File: config.mk
export PLATFORM = sky130hd
export DESIGN_NAME = sublane_driver
export DESIGN_NICKNAME = d
export VERILOG_FILES = /design/src/vrf_types_pkg.sv /design/src/sublane_ctrl_pkg.sv /design/src/sublane_ctrl_if.sv /design/src/sublane_fsm.sv /design/src/phase_timer.sv /design/src/vrf_addr_gen.sv /design/src/byte_enable_gen.sv /design/src/sublane_driver.sv
export VERILOG_INCLUDE_DIRS = /design/src
export SDC_FILE = /design/constraint.sdc
export NUM_CORES = 1
export LEC_CHECK = 0
export ABC_AREA = 1
export BUFFER_PORTS_ARGS = -buffer_cell sky130_fd_sc_hd__buf_2
export CAP_MARGIN = 20
export CORE_UTILIZATION = 30
export DETAILED_ROUTE_END_ITERATION = 7
export GPL_ROUTABILITY_DRIVEN = 0
export PLACE_DENSITY = 0.55
export SKIP_CTS_REPAIR_TIMING = 1
export SLEW_MARGIN = 20
export SYNTH_ARGS = -nofsm -noshare
export SYNTH_HDL_FRONTEND = slang
export SYNTH_SLANG_ARGS = --single-unit
File: constraint.sdc
create_clock -name clk_i -period 2.8 [get_ports clk_i]
set_input_delay 0 -clock clk_i [delete_from_list [all_inputs] [get_ports clk_i]]
set_output_delay 0 -clock clk_i [all_outputs]
set_load 0.005 [all_outputs]
File: src/sublane_consts.svh
`ifndef SUBLANE_CONSTS_SVH
`define SUBLANE_CONSTS_SVH

// lanes served by one driver
`define SUBLANE_LANES 8

// vrf words per lane
`define SUBLANE_MEM_DEPTH 512

// max elements one lane holds for a single vector
`define SUBLANE_MAX_EL 256

`endif

File: src/vrf_types_pkg.sv
`include "sublane_consts.svh"

package vrf_types_pkg;

   typedef logic [$clog2(`SUBLANE_MEM_DEPTH)-1:0] vaddr_t;               // word address
   typedef logic [$clog2(`SUBLANE_LANES*`SUBLANE_MAX_EL)-1:0] vlen_t;    // whole vector
   typedef logic [$clog2(`SUBLANE_MAX_EL):0] elcnt_t;                    // 0 .. max inclusive
   typedef logic [1:0] sew_t;
   typedef logic [3:0] bwen_t;                   // one bit per byte of a 32-bit word

   // element width codes
   localparam sew_t SEW_BYTE = 2'd0;
   localparam sew_t SEW_HALF = 2'd1;
   localparam sew_t SEW_WORD = 2'd2;

endpackage

File: src/sublane_ctrl_pkg.sv
package sublane_ctrl_pkg;

   typedef enum logic [1:0] {
      INST_NORMAL = 2'd0,   // read, write back after the delay
      INST_STORE  = 2'd1,   // read only, data goes to the store unit
      INST_LOAD   = 2'd2    // write beats from the load unit
   } inst_type_e;           // code 3 has no meaning

   typedef enum logic [1:0] {
      ST_IDLE,
      ST_NORMAL,
      ST_STORE,
      ST_LOAD
   } drv_state_e;

endpackage

File: src/sublane_ctrl_if.sv
`timescale 1ns/1ps

interface sublane_ctrl_if
   import vrf_types_pkg::*;
();

   // driven by the fsm
   logic start_pulse;   // acceptance cycle
   logic has_write;     // instruction has a write phase
   logic rd_step;
   logic wr_step;
   sew_t rd_sew;
   sew_t wr_sew;
   logic load_mode;

   // driven by the timer
   logic rd_phase;
   logic wr_phase;
   logic done;          // last cycle of the instruction

   modport fsm (
      output start_pulse, has_write, rd_step, wr_step, rd_sew, wr_sew, load_mode,
      input  rd_phase, wr_phase, done
   );

   modport timer (
      input  start_pulse,
      output rd_phase, wr_phase, done
   );

   // data side, byte enable generation
   modport bwen (
      input start_pulse, wr_step, wr_sew, load_mode
   );

endinterface

File: src/sublane_fsm.sv
`timescale 1ns/1ps

module sublane_fsm
   import vrf_types_pkg::*;
   import sublane_ctrl_pkg::*;
(
   input  logic        clk_i,
   input  logic        rst_i,
   input  logic        start_i,
   input  inst_type_e  inst_type_i,
   input  sew_t        sew_i,
   input  logic        load_valid_i,
   input  logic        load_last_i,
   sublane_ctrl_if.fsm ctrl,
   output logic        ready_o,
   output logic        store_data_valid_o,
   output logic        ready_for_load_o
);

   drv_state_e state_q;
   drv_state_e state_d;
   inst_type_e type_q;
   sew_t       sew_q;
   sew_t       sew_eff;
   logic       start_pulse;
   logic       load_end;

   assign start_pulse = start_i && ready_o;
   assign load_end    = load_valid_i && load_last_i;   // final beat from the load unit

   ////////////////////////////////////////////////////////////////////////////
   // state and captured instruction
   ////////////////////////////////////////////////////////////////////////////

   always_ff @(posedge clk_i) begin
      if (!rst_i) begin
         state_q <= ST_IDLE;
         type_q  <= INST_NORMAL;
         sew_q   <= SEW_BYTE;
      end else begin
         state_q <= state_d;
         if (start_pulse) begin
            type_q <= inst_type_i;
            sew_q  <= sew_i;
         end
      end
   end

   always_comb begin
      state_d = state_q;
      case (state_q)
         ST_IDLE: begin
            if (start_pulse) begin
               case (inst_type_i)
                  INST_NORMAL: state_d = ST_NORMAL;
                  INST_STORE:  state_d = ST_STORE;
                  INST_LOAD:   state_d = ST_LOAD;
                  default:     state_d = ST_IDLE;   // unused code, just hand back ready
               endcase
            end
         end
         ST_NORMAL, ST_STORE: begin
            if (ctrl.done) begin
               state_d = ST_IDLE;
            end
         end
         ST_LOAD: begin
            if (load_end) begin
               state_d = ST_IDLE;
            end
         end
         default: state_d = ST_IDLE;
      endcase
   end

   // falls on acceptance, rises on the edge that returns to idle
   always_ff @(posedge clk_i) begin
      if (!rst_i) begin
         ready_o <= 1'b1;
      end else if (start_pulse) begin
         ready_o <= 1'b0;
      end else if (!ready_o && state_d == ST_IDLE) begin
         ready_o <= 1'b1;
      end
   end

   ////////////////////////////////////////////////////////////////////////////
   // step and mode outputs
   ////////////////////////////////////////////////////////////////////////////

   assign sew_eff = (type_q == INST_NORMAL) ? sew_q : SEW_WORD;   // store/load use words

   assign ctrl.start_pulse = start_pulse;
   assign ctrl.has_write   = (inst_type_i == INST_NORMAL);
   assign ctrl.rd_step     = (state_q == ST_NORMAL || state_q == ST_STORE) && ctrl.rd_phase;
   assign ctrl.wr_step     = (state_q == ST_NORMAL && ctrl.wr_phase) ||
                             (state_q == ST_LOAD && load_valid_i);   // stall holds everything
   assign ctrl.rd_sew      = sew_eff;
   assign ctrl.wr_sew      = sew_eff;
   assign ctrl.load_mode   = (state_q == ST_LOAD);

   assign store_data_valid_o = (state_q == ST_STORE) && ctrl.rd_phase;
   assign ready_for_load_o   = (state_q == ST_LOAD);

endmodule

File: src/phase_timer.sv
`timescale 1ns/1ps
`include "sublane_consts.svh"

module phase_timer
   import vrf_types_pkg::*;
(
   input  logic          clk_i,
   input  logic          rst_i,
   input  vlen_t         vl_i,
   input  elcnt_t        inst_delay_i,
   input  logic          has_write_i,
   sublane_ctrl_if.timer ctrl
);

   localparam int LANE_BITS = $clog2(`SUBLANE_LANES);

   typedef logic [$bits(elcnt_t):0] cyc_t;   // one bit more, holds delay plus length

   cyc_t   cnt_q;
   cyc_t   wr_end;
   cyc_t   last;
   elcnt_t len_in;
   elcnt_t len_q;
   elcnt_t delay_q;
   logic   has_write_q;
   logic   running_q;

   // elements per lane, rounded up
   assign len_in = elcnt_t'(vl_i >> LANE_BITS) + elcnt_t'(vl_i[LANE_BITS-1:0] != '0);

   always_ff @(posedge clk_i) begin
      if (ctrl.start_pulse) begin
         len_q       <= len_in;
         delay_q     <= inst_delay_i;
         has_write_q <= has_write_i;
      end
   end

   ////////////////////////////////////////////////////////////////////////////
   // cycle counter
   ////////////////////////////////////////////////////////////////////////////

   always_ff @(posedge clk_i) begin
      if (!rst_i) begin
         running_q <= 1'b0;
         cnt_q     <= '0;
      end else if (ctrl.start_pulse) begin
         running_q <= 1'b1;
         cnt_q     <= '0;
      end else if (running_q) begin
         cnt_q <= cnt_q + cyc_t'(1);
         if (ctrl.done) begin
            running_q <= 1'b0;
         end
      end
   end

   assign wr_end = cyc_t'(delay_q) + cyc_t'(len_q);
   assign last   = has_write_q ? wr_end : cyc_t'(len_q);   // no write phase, end after reads

   assign ctrl.rd_phase = running_q && (cnt_q < cyc_t'(len_q));
   assign ctrl.wr_phase = running_q && has_write_q &&
                          (cnt_q >= cyc_t'(delay_q)) && (cnt_q < wr_end);
   assign ctrl.done     = running_q && (cnt_q + cyc_t'(1) >= last);

endmodule

File: src/vrf_addr_gen.sv
`timescale 1ns/1ps

module vrf_addr_gen
   import vrf_types_pkg::*;
(
   input  logic   clk_i,
   input  logic   rst_i,
   input  logic   load_i,
   input  vaddr_t start_addr_i,
   input  logic   step_i,
   input  sew_t   sew_i,
   output vaddr_t addr_o
);

   logic [1:0] pos_q;          // element slot inside the current word
   logic       last_in_word;

   always_comb begin
      case (sew_i)
         SEW_BYTE: last_in_word = (pos_q == 2'd3);
         SEW_HALF: last_in_word = (pos_q == 2'd1);
         default:  last_in_word = 1'b1;   // word, every element is a new word
      endcase
   end

   always_ff @(posedge clk_i) begin
      if (!rst_i) begin
         addr_o <= '0;
         pos_q  <= '0;
      end else if (load_i) begin
         addr_o <= start_addr_i;
         pos_q  <= '0;
      end else if (step_i) begin
         if (last_in_word) begin
            addr_o <= addr_o + vaddr_t'(1);
            pos_q  <= '0;
         end else begin
            pos_q <= pos_q + 2'd1;
         end
      end
   end

endmodule

File: src/byte_enable_gen.sv
`timescale 1ns/1ps
`include "sublane_consts.svh"

module byte_enable_gen
   import vrf_types_pkg::*;
(
   input  logic                        clk_i,
   input  logic                        rst_i,
   sublane_ctrl_if.bwen                ctrl,
   input  bwen_t [`SUBLANE_LANES-1:0]  load_bwen_i,
   output bwen_t [`SUBLANE_LANES-1:0]  bwen_o
);

   bwen_t      rot4_q;   // byte position, one-hot
   logic [1:0] rot2_q;   // halfword position, one-hot
   bwen_t      pattern;

   always_ff @(posedge clk_i) begin
      if (!rst_i) begin
         rot4_q <= 4'b0001;
         rot2_q <= 2'b01;
      end else if (ctrl.start_pulse) begin
         rot4_q <= 4'b0001;   // element 0 sits in the low byte
         rot2_q <= 2'b01;
      end else if (ctrl.wr_step) begin
         rot4_q <= {rot4_q[2:0], rot4_q[3]};
         rot2_q <= {rot2_q[0], rot2_q[1]};
      end
   end

   always_comb begin
      case (ctrl.wr_sew)
         SEW_BYTE: pattern = rot4_q;
         SEW_HALF: pattern = {{2{rot2_q[1]}}, {2{rot2_q[0]}}};
         SEW_WORD: pattern = 4'b1111;
         default:  pattern = 4'b0000;
      endcase
   end

   // same pattern in every lane, load beats carry their own
   always_comb begin
      for (int i = 0; i < `SUBLANE_LANES; i++) begin
         if (ctrl.load_mode) begin
            bwen_o[i] = load_bwen_i[i] & {4{ctrl.wr_step}};
         end else begin
            bwen_o[i] = pattern & {4{ctrl.wr_step}};
         end
      end
   end

endmodule

File: src/sublane_driver.sv
`timescale 1ns/1ps
`include "sublane_consts.svh"

module sublane_driver
   import vrf_types_pkg::*;
   import sublane_ctrl_pkg::*;
(
   input  logic                        clk_i,
   input  logic                        rst_i,
   input  logic                        start_i,
   input  inst_type_e                  inst_type_i,
   input  vlen_t                       vl_i,
   input  sew_t                        sew_i,
   input  elcnt_t                      inst_delay_i,
   input  vaddr_t                      raddr_start_i,
   input  vaddr_t                      waddr_start_i,
   input  logic                        load_valid_i,
   input  logic                        load_last_i,
   input  bwen_t [`SUBLANE_LANES-1:0]  load_bwen_i,
   output logic                        ready_o,
   output logic                        vrf_ren_o,
   output vaddr_t                      vrf_raddr_o,
   output vaddr_t                      vrf_waddr_o,
   output bwen_t [`SUBLANE_LANES-1:0]  vrf_bwen_o,
   output logic                        store_data_valid_o,
   output logic                        ready_for_load_o
);

   sublane_ctrl_if ctrl_if ();

   sublane_fsm i_fsm (
      .clk_i              (clk_i),
      .rst_i              (rst_i),
      .start_i            (start_i),
      .inst_type_i        (inst_type_i),
      .sew_i              (sew_i),
      .load_valid_i       (load_valid_i),
      .load_last_i        (load_last_i),
      .ctrl               (ctrl_if.fsm),
      .ready_o            (ready_o),
      .store_data_valid_o (store_data_valid_o),
      .ready_for_load_o   (ready_for_load_o)
   );

   phase_timer i_phase_timer (
      .clk_i        (clk_i),
      .rst_i        (rst_i),
      .vl_i         (vl_i),
      .inst_delay_i (inst_delay_i),
      .has_write_i  (ctrl_if.has_write),
      .ctrl         (ctrl_if.timer)
   );

   // read side
   vrf_addr_gen i_raddr_gen (
      .clk_i        (clk_i),
      .rst_i        (rst_i),
      .load_i       (ctrl_if.start_pulse),
      .start_addr_i (raddr_start_i),
      .step_i       (ctrl_if.rd_step),
      .sew_i        (ctrl_if.rd_sew),
      .addr_o       (vrf_raddr_o)
   );

   // write side
   vrf_addr_gen i_waddr_gen (
      .clk_i        (clk_i),
      .rst_i        (rst_i),
      .load_i       (ctrl_if.start_pulse),
      .start_addr_i (waddr_start_i),
      .step_i       (ctrl_if.wr_step),
      .sew_i        (ctrl_if.wr_sew),
      .addr_o       (vrf_waddr_o)
   );

   byte_enable_gen i_bwen_gen (
      .clk_i       (clk_i),
      .rst_i       (rst_i),
      .ctrl        (ctrl_if.bwen),
      .load_bwen_i (load_bwen_i),
      .bwen_o      (vrf_bwen_o)
   );

   assign vrf_ren_o = ctrl_if.rd_step;   // one read per element step

endmodule

After elaboration in Yosys (flattened, before gate mapping)
Index checks and enable logic that the tools add are counted.
{"block": "op_classes", "n_addsub": 7, "multipliers": 0, "div": 0, "order_cmp": 4, "n_eq_ne": 11, "shifts": 0, "n_mux": 31, "bitwise": 10, "n_reduce_logical": 30}
{"op": "2-to-1 mux 9 bit", "n": 6}
{"op": "AND 4 bit", "n": 9}
{"op": "2-to-1 mux 4 bit", "n": 8}
{"op": "adder 9 x 1 -> 9 bit, second input constant", "n": 2}
{"op": "equality test 2 bit, second input constant", "n": 6}
{"op": "logical AND 1 bit", "n": 12}
{"op": "2-to-1 mux 2 bit", "n": 6}
{"op": "case mux 2 bit (3 select lines)", "n": 2}
{"op": "case mux 4 bit (3 select lines)", "n": 1}
{"op": "adder 10 x 1 -> 10 bit, second input constant", "n": 1}
{"op": "adder 9 x 9 -> 10 bit", "n": 1}
{"op": "equality test 2 x 1 -> 1 bit, second input constant", "n": 5}
{"op": "greater-or-equal comparator 10 bit", "n": 1}
{"op": "greater-or-equal comparator 10 x 9 -> 1 bit", "n": 1}
{"op": "zero test 2 bit", "n": 5}
{"op": "less-than comparator 10 bit", "n": 1}
{"op": "less-than comparator 10 x 9 -> 1 bit", "n": 1}
{"op": "2-to-1 mux 10 bit", "n": 1}
{"op": "nonzero test 2 bit", "n": 5}
{"op": "adder 8 x 1 -> 9 bit", "n": 1}
{"op": "2-to-1 mux 1 bit", "n": 5}
{"op": "adder 2 x 1 -> 2 bit, second input constant", "n": 2}
{"op": "case mux 1 bit (2 select lines)", "n": 2}
{"op": "AND reduction 2 bit", "n": 2}
{"op": "5 further kinds", "n": 7}
{"block": "word_totals", "register_bits": 65, "latchBits": 0, "mem_bits_rw": 0, "romBits": 0, "in_bits": 79, "out_inout_bits": 54, "elab_cells": 108, "memories": 0}

Longest topological paths before layout
{"block": "depth", "ltp_word": 10, "ltp_mapped": 25, "ltp_nobuf": 25}

Cells and area by module
A second synthesis with hierarchy kept.
{"block": "hier_totals", "hier_cells": 764, "area_unflattened_um2": 5286.3}
{"mod": "phase_timer", "n_inst": 1, "cells_per_inst": 348, "area_per_inst_um2": 2700.1, "seq_area_each_um2": 790.8}
{"mod": "vrf_addr_gen", "n_inst": 2, "cells_per_inst": 114, "area_per_inst_um2": 745.7, "seq_area_each_um2": 220.2}
{"mod": "byte_enable_gen", "n_inst": 1, "cells_per_inst": 118, "area_per_inst_um2": 593.1, "seq_area_each_um2": 120.1}
{"mod": "sublane_fsm", "n_inst": 1, "cells_per_inst": 70, "area_per_inst_um2": 501.7, "seq_area_each_um2": 140.1}

Least setup slack after synthesis
OpenSTA, ideal clock, no wires.
{"block": "synth_path", "kind": "register to register", "start": "reg i_phase_timer.len_q[0]", "end": "reg i_waddr_gen.pos_q[1]", "setup_ns": 0.122, "arrival_time_ns": 2.667, "t_required_ns": 2.678, "path_slack_ns": 0.011, "stages_incl_launch_ff": 20, "path_buffers": 2, "period_less_slack_ns": 2.789, "path_cell_list": "edfxtp_1 ha_1 inv_1 fa_1 o21ai_2 a21oi_1 o21ai_0 xor2_1 ha_1 nand2_1 nor2_1 nand2_1 nand2_1 clkinv_1 nand3_2 nand2_2 buf_6 buf_8 a21oi_2 nor3_2"}
{"block": "synth_via", "elab_chain_len": 5}
{"element": "start, declared", "line_no": "phase_timer.sv:23", "rtl": "elcnt_t len_q;"}
{"element": "start signal, assigned", "line_no": "phase_timer.sv:33", "rtl": "len_q <= len_in;"}
{"element": "adder 9 x 9 -> 10 bit", "line_no": "phase_timer.sv:58", "rtl": "assign wr_end = cyc_t'(delay_q) + cyc_t'(len_q);"}
{"element": "less-than comparator 10 bit", "line_no": "phase_timer.sv:63", "rtl": "(cnt_q >= cyc_t'(delay_q)) && (cnt_q < wr_end);"}
{"element": "logical AND 1 bit", "line_no": "phase_timer.sv:63"}
{"element": "logical AND 1 bit", "line_no": "sublane_fsm.sv:96", "rtl": "assign ctrl.wr_step = (state_q == ST_NORMAL && ctrl.wr_phase) ||"}
{"element": "logical OR 1 bit", "line_no": "sublane_fsm.sv:96"}
{"element": "end signal, assigned", "line_no": "vrf_addr_gen.sv:38", "rtl": "pos_q <= pos_q + 2'd1;"}
{"element": "end, declared", "line_no": "vrf_addr_gen.sv:15", "rtl": "logic [1:0] pos_q;"}
No other way between the ends.
A chain may end at the register's enable or synchronous reset.

==> qor.yml <==
clk_pin_slew_ns: 0.06
die_w_um: 132
path_cells: "ha_4 > a21o_1 > nand2_1 > nand3_2 > nand2_1 > nand2_1 > a21oi_2 > o21bai_1 > nand2_1 > nand2_2 > inv_2 > ha_4 > nand2_1 > nand4_1 > nor2_1 > nand2_1 > inv_2 > nand3_4 > nand2_8 > buf_12 > nand3_4 > nand2_1 > buf_2"
worst_path_max_delay_cell: "edfxtp_1"
synth_warnings: 0
drc: 0
critPathRequiredTime_ns: 2.80
violations: "negative hold slack, negative setup slack"
cap_violations: 0
powerDensity_mw_per_mm2: 487
wirelength_mm: 14.0
cp-start-kind: "flop"
path_max_fanout: 8
synthSimpleGateAreaFrac: 0.299
synthCells: 725
dp_hpwl_mm: 10.2
rsz0062_at_grt: "true"
cp.buffers_inverters: 4
worstSetupPathType: "reg2out"
vias: 5108
synth_compound_area_frac: 0.116
yosysSeqAreaShare: 0.296
slew_headroom: 0.689
synth.top_cell.area_share: 0.183
antenna_found_initial: 0
synth_cell_type_count: 42
fmax_ghz: 0.302
synth_most_common_cell: "nand2_1"
ys.flop_type: "dfxtp_1"
viasPerCell: 4.53
initialDrtViolationCount: 202
cp_slowest_stage_delay_ns: 0.44
netlist_area_mm2: 0.00504
clockBufferDepth: 2
met3_usage: 0.0305
cts_tree: "built"
clk_latency_ns: 0.35
antenna_cells: 0
synthTopCellsByArea: "dfxtp_1, ha_1, nand2_1, edfxtp_1, nand3_1"
finalPower_mw: 3.37
top_usage_layer: "met2"
vdd_drop_max_mv: 0.301
skew_ns: 0.0100
synthXorXnorAreaFrac: 0.0487
area_growth_pct: 37.3
setup_slack_ns: -0.511
num_io_pins: 133
crit_path_frequent_cell: "nand2_1"
critPathTopFamily: "simple AND/OR/NAND/NOR gates"
dieHeight_um: 132
drv_slew: 0
final_cells: 1128
grt_max_degree: 38
grt_pass1_wl_mm: 22.3
cts-buffers-inserted: 9
rows: 47
whs_ns: -0.0520
die_area_mm2: 0.0173
place_area_mm2: 0.00609
grt_pass1_vias: 4570
yosys.area_share.adder: 0.143
met1_usage: 0.227
grt_overflow: 0
design_area_mm2: 0.00692
drive_gt1_frac: 0.279
synth-seq-cells: 65
wl_per_cell_um: 12.4
root_buffer: "clkbuf_16"
outcome: "finished, violations left"
io_buffers: 132
timing.final.crit_share: 1.18
synth.largest_area_cell: "dfxtp_1"
coreArea_mm2: 0.0165
synth_top_family_by_area: "simple AND/OR/NAND/NOR gates"
finalHoldViolCount: 5
critPathArrivalTime_ns: 3.31
use_met2: 0.241
place_inst: 1086
end_kind: "output port"
clock_sinks: 65
finalNetCount: 1039
finalSetupTns_ns: -21.33
synth-async-reset-ratio: 0
setup-violations-final: 52
fin_crit_ns: 3.31
synth_enable_flop_cells: 19
antenna_left: 0
worst_slew_pin_slew_ns: 0.466
first_pass_iters: 5
track_usage: 0.159
syn_area_per_cell_um2: 6.95
p_leak_nw: 3.63
min_path_type: "in2reg"
synth_mux_area_frac: 0.00223
syn_nets: 861
htree_levels: 3
synthTopCellsByCount: "nand2_1, inv_1, nor2_1, nand3_1, ha_1"
floorplan.initialDensity: 0.306
path summary, 6_finish.rpt:
kind	cells past startpoint	from	end	slack [ns]
worst min register to register	2	i_bwen_gen.rot4_q[0]	i_bwen_gen.rot4_q[0]	0.49
worst min-delay path	3	inst_type_i[0]	i_fsm.type_q[0]	-0.05
worst max-delay path	23	i_phase_timer.len_q[2]	vrf_bwen_o[10]	-0.51
worst max register to register	19	i_phase_timer.len_q[2]	i_bwen_gen.rot4_q[3]	-0.35
through the flow:
step                 util  worst slack, ns
floorplan               -           0.0113
global placement    0.370           -0.278
detailed placement  0.370           -0.351
CTS                 0.389           -0.681
global route        0.420           -0.729
finish              0.420           -0.511
flip-flops by register name, indices dropped and copies added (netlist names):
name,count
i_bwen_gen.rot2_q,2
i_bwen_gen.rot4_q,4
i_fsm.ready_o,1
i_fsm.sew_q,2
i_fsm.state_q,2
i_fsm.type_q,2
i_phase_timer.cnt_q,10
i_phase_timer.delay_q,9
i_phase_timer.has_write_q,1
i_phase_timer.len_q,9
i_phase_timer.running_q,1
i_raddr_gen.addr_o,9
i_raddr_gen.pos_q,2
i_waddr_gen.addr_o,9
i_waddr_gen.pos_q,2
metal layers:
layer / up-vias / share of wire
met5: - / 0
met4: 0 / 0.011
met3: 10 / 0.034
met2: 93 / 0.44
met1: 2280 / 0.51
li1: 2725 / -
report_power, final:
part           internal, mW  switching, mW
clock                 0.673          0.491
combinational         0.456          0.571
sequential             1.06          0.113
total                  2.19           1.17
tightest hold or removal path, stage by stage:
cell     delay [ns]
buf_2          0.09
inv_1          0.06
a21oi_1        0.11
layout by cell type (no fill, tap or decap), types with 6 or more instances in the layout:
cell type	count
nor3_1	8
buf_4	35
xor2_1	24
inv_1	83
nor2_1	78
edfxtp_1	19
clkbuf_16	11
o21ai_0	41
dlygate4sd3_1	16
dfxtp_1	46
o21ai_2	6
nand3_1	68
nand2_1	147
ha_1	51
a21oi_1	38
nand2_2	24
buf_2	130
final cells by class:
type,count,area [um2]
fill,1723,9550
multi-input combinational,545,3300
sequential,65,1490
timing repair buffer,189,1190
inverter,93,352
tap,220,275
clock buffer,10,250
clock inverter,6,53.8
cell families (layout without fill, tap and decap cells):
logic type,Yosys count,in the layout
AOI/OAI and AO/OA,108,108
xor gates and xnor gates,28,28
adders and majority gates,57,57
buffers and inverters,115,298
DFF,65,65
muxes,1,1
and+or+nand+nor,351,351
(Power assumes the default switching activity.)
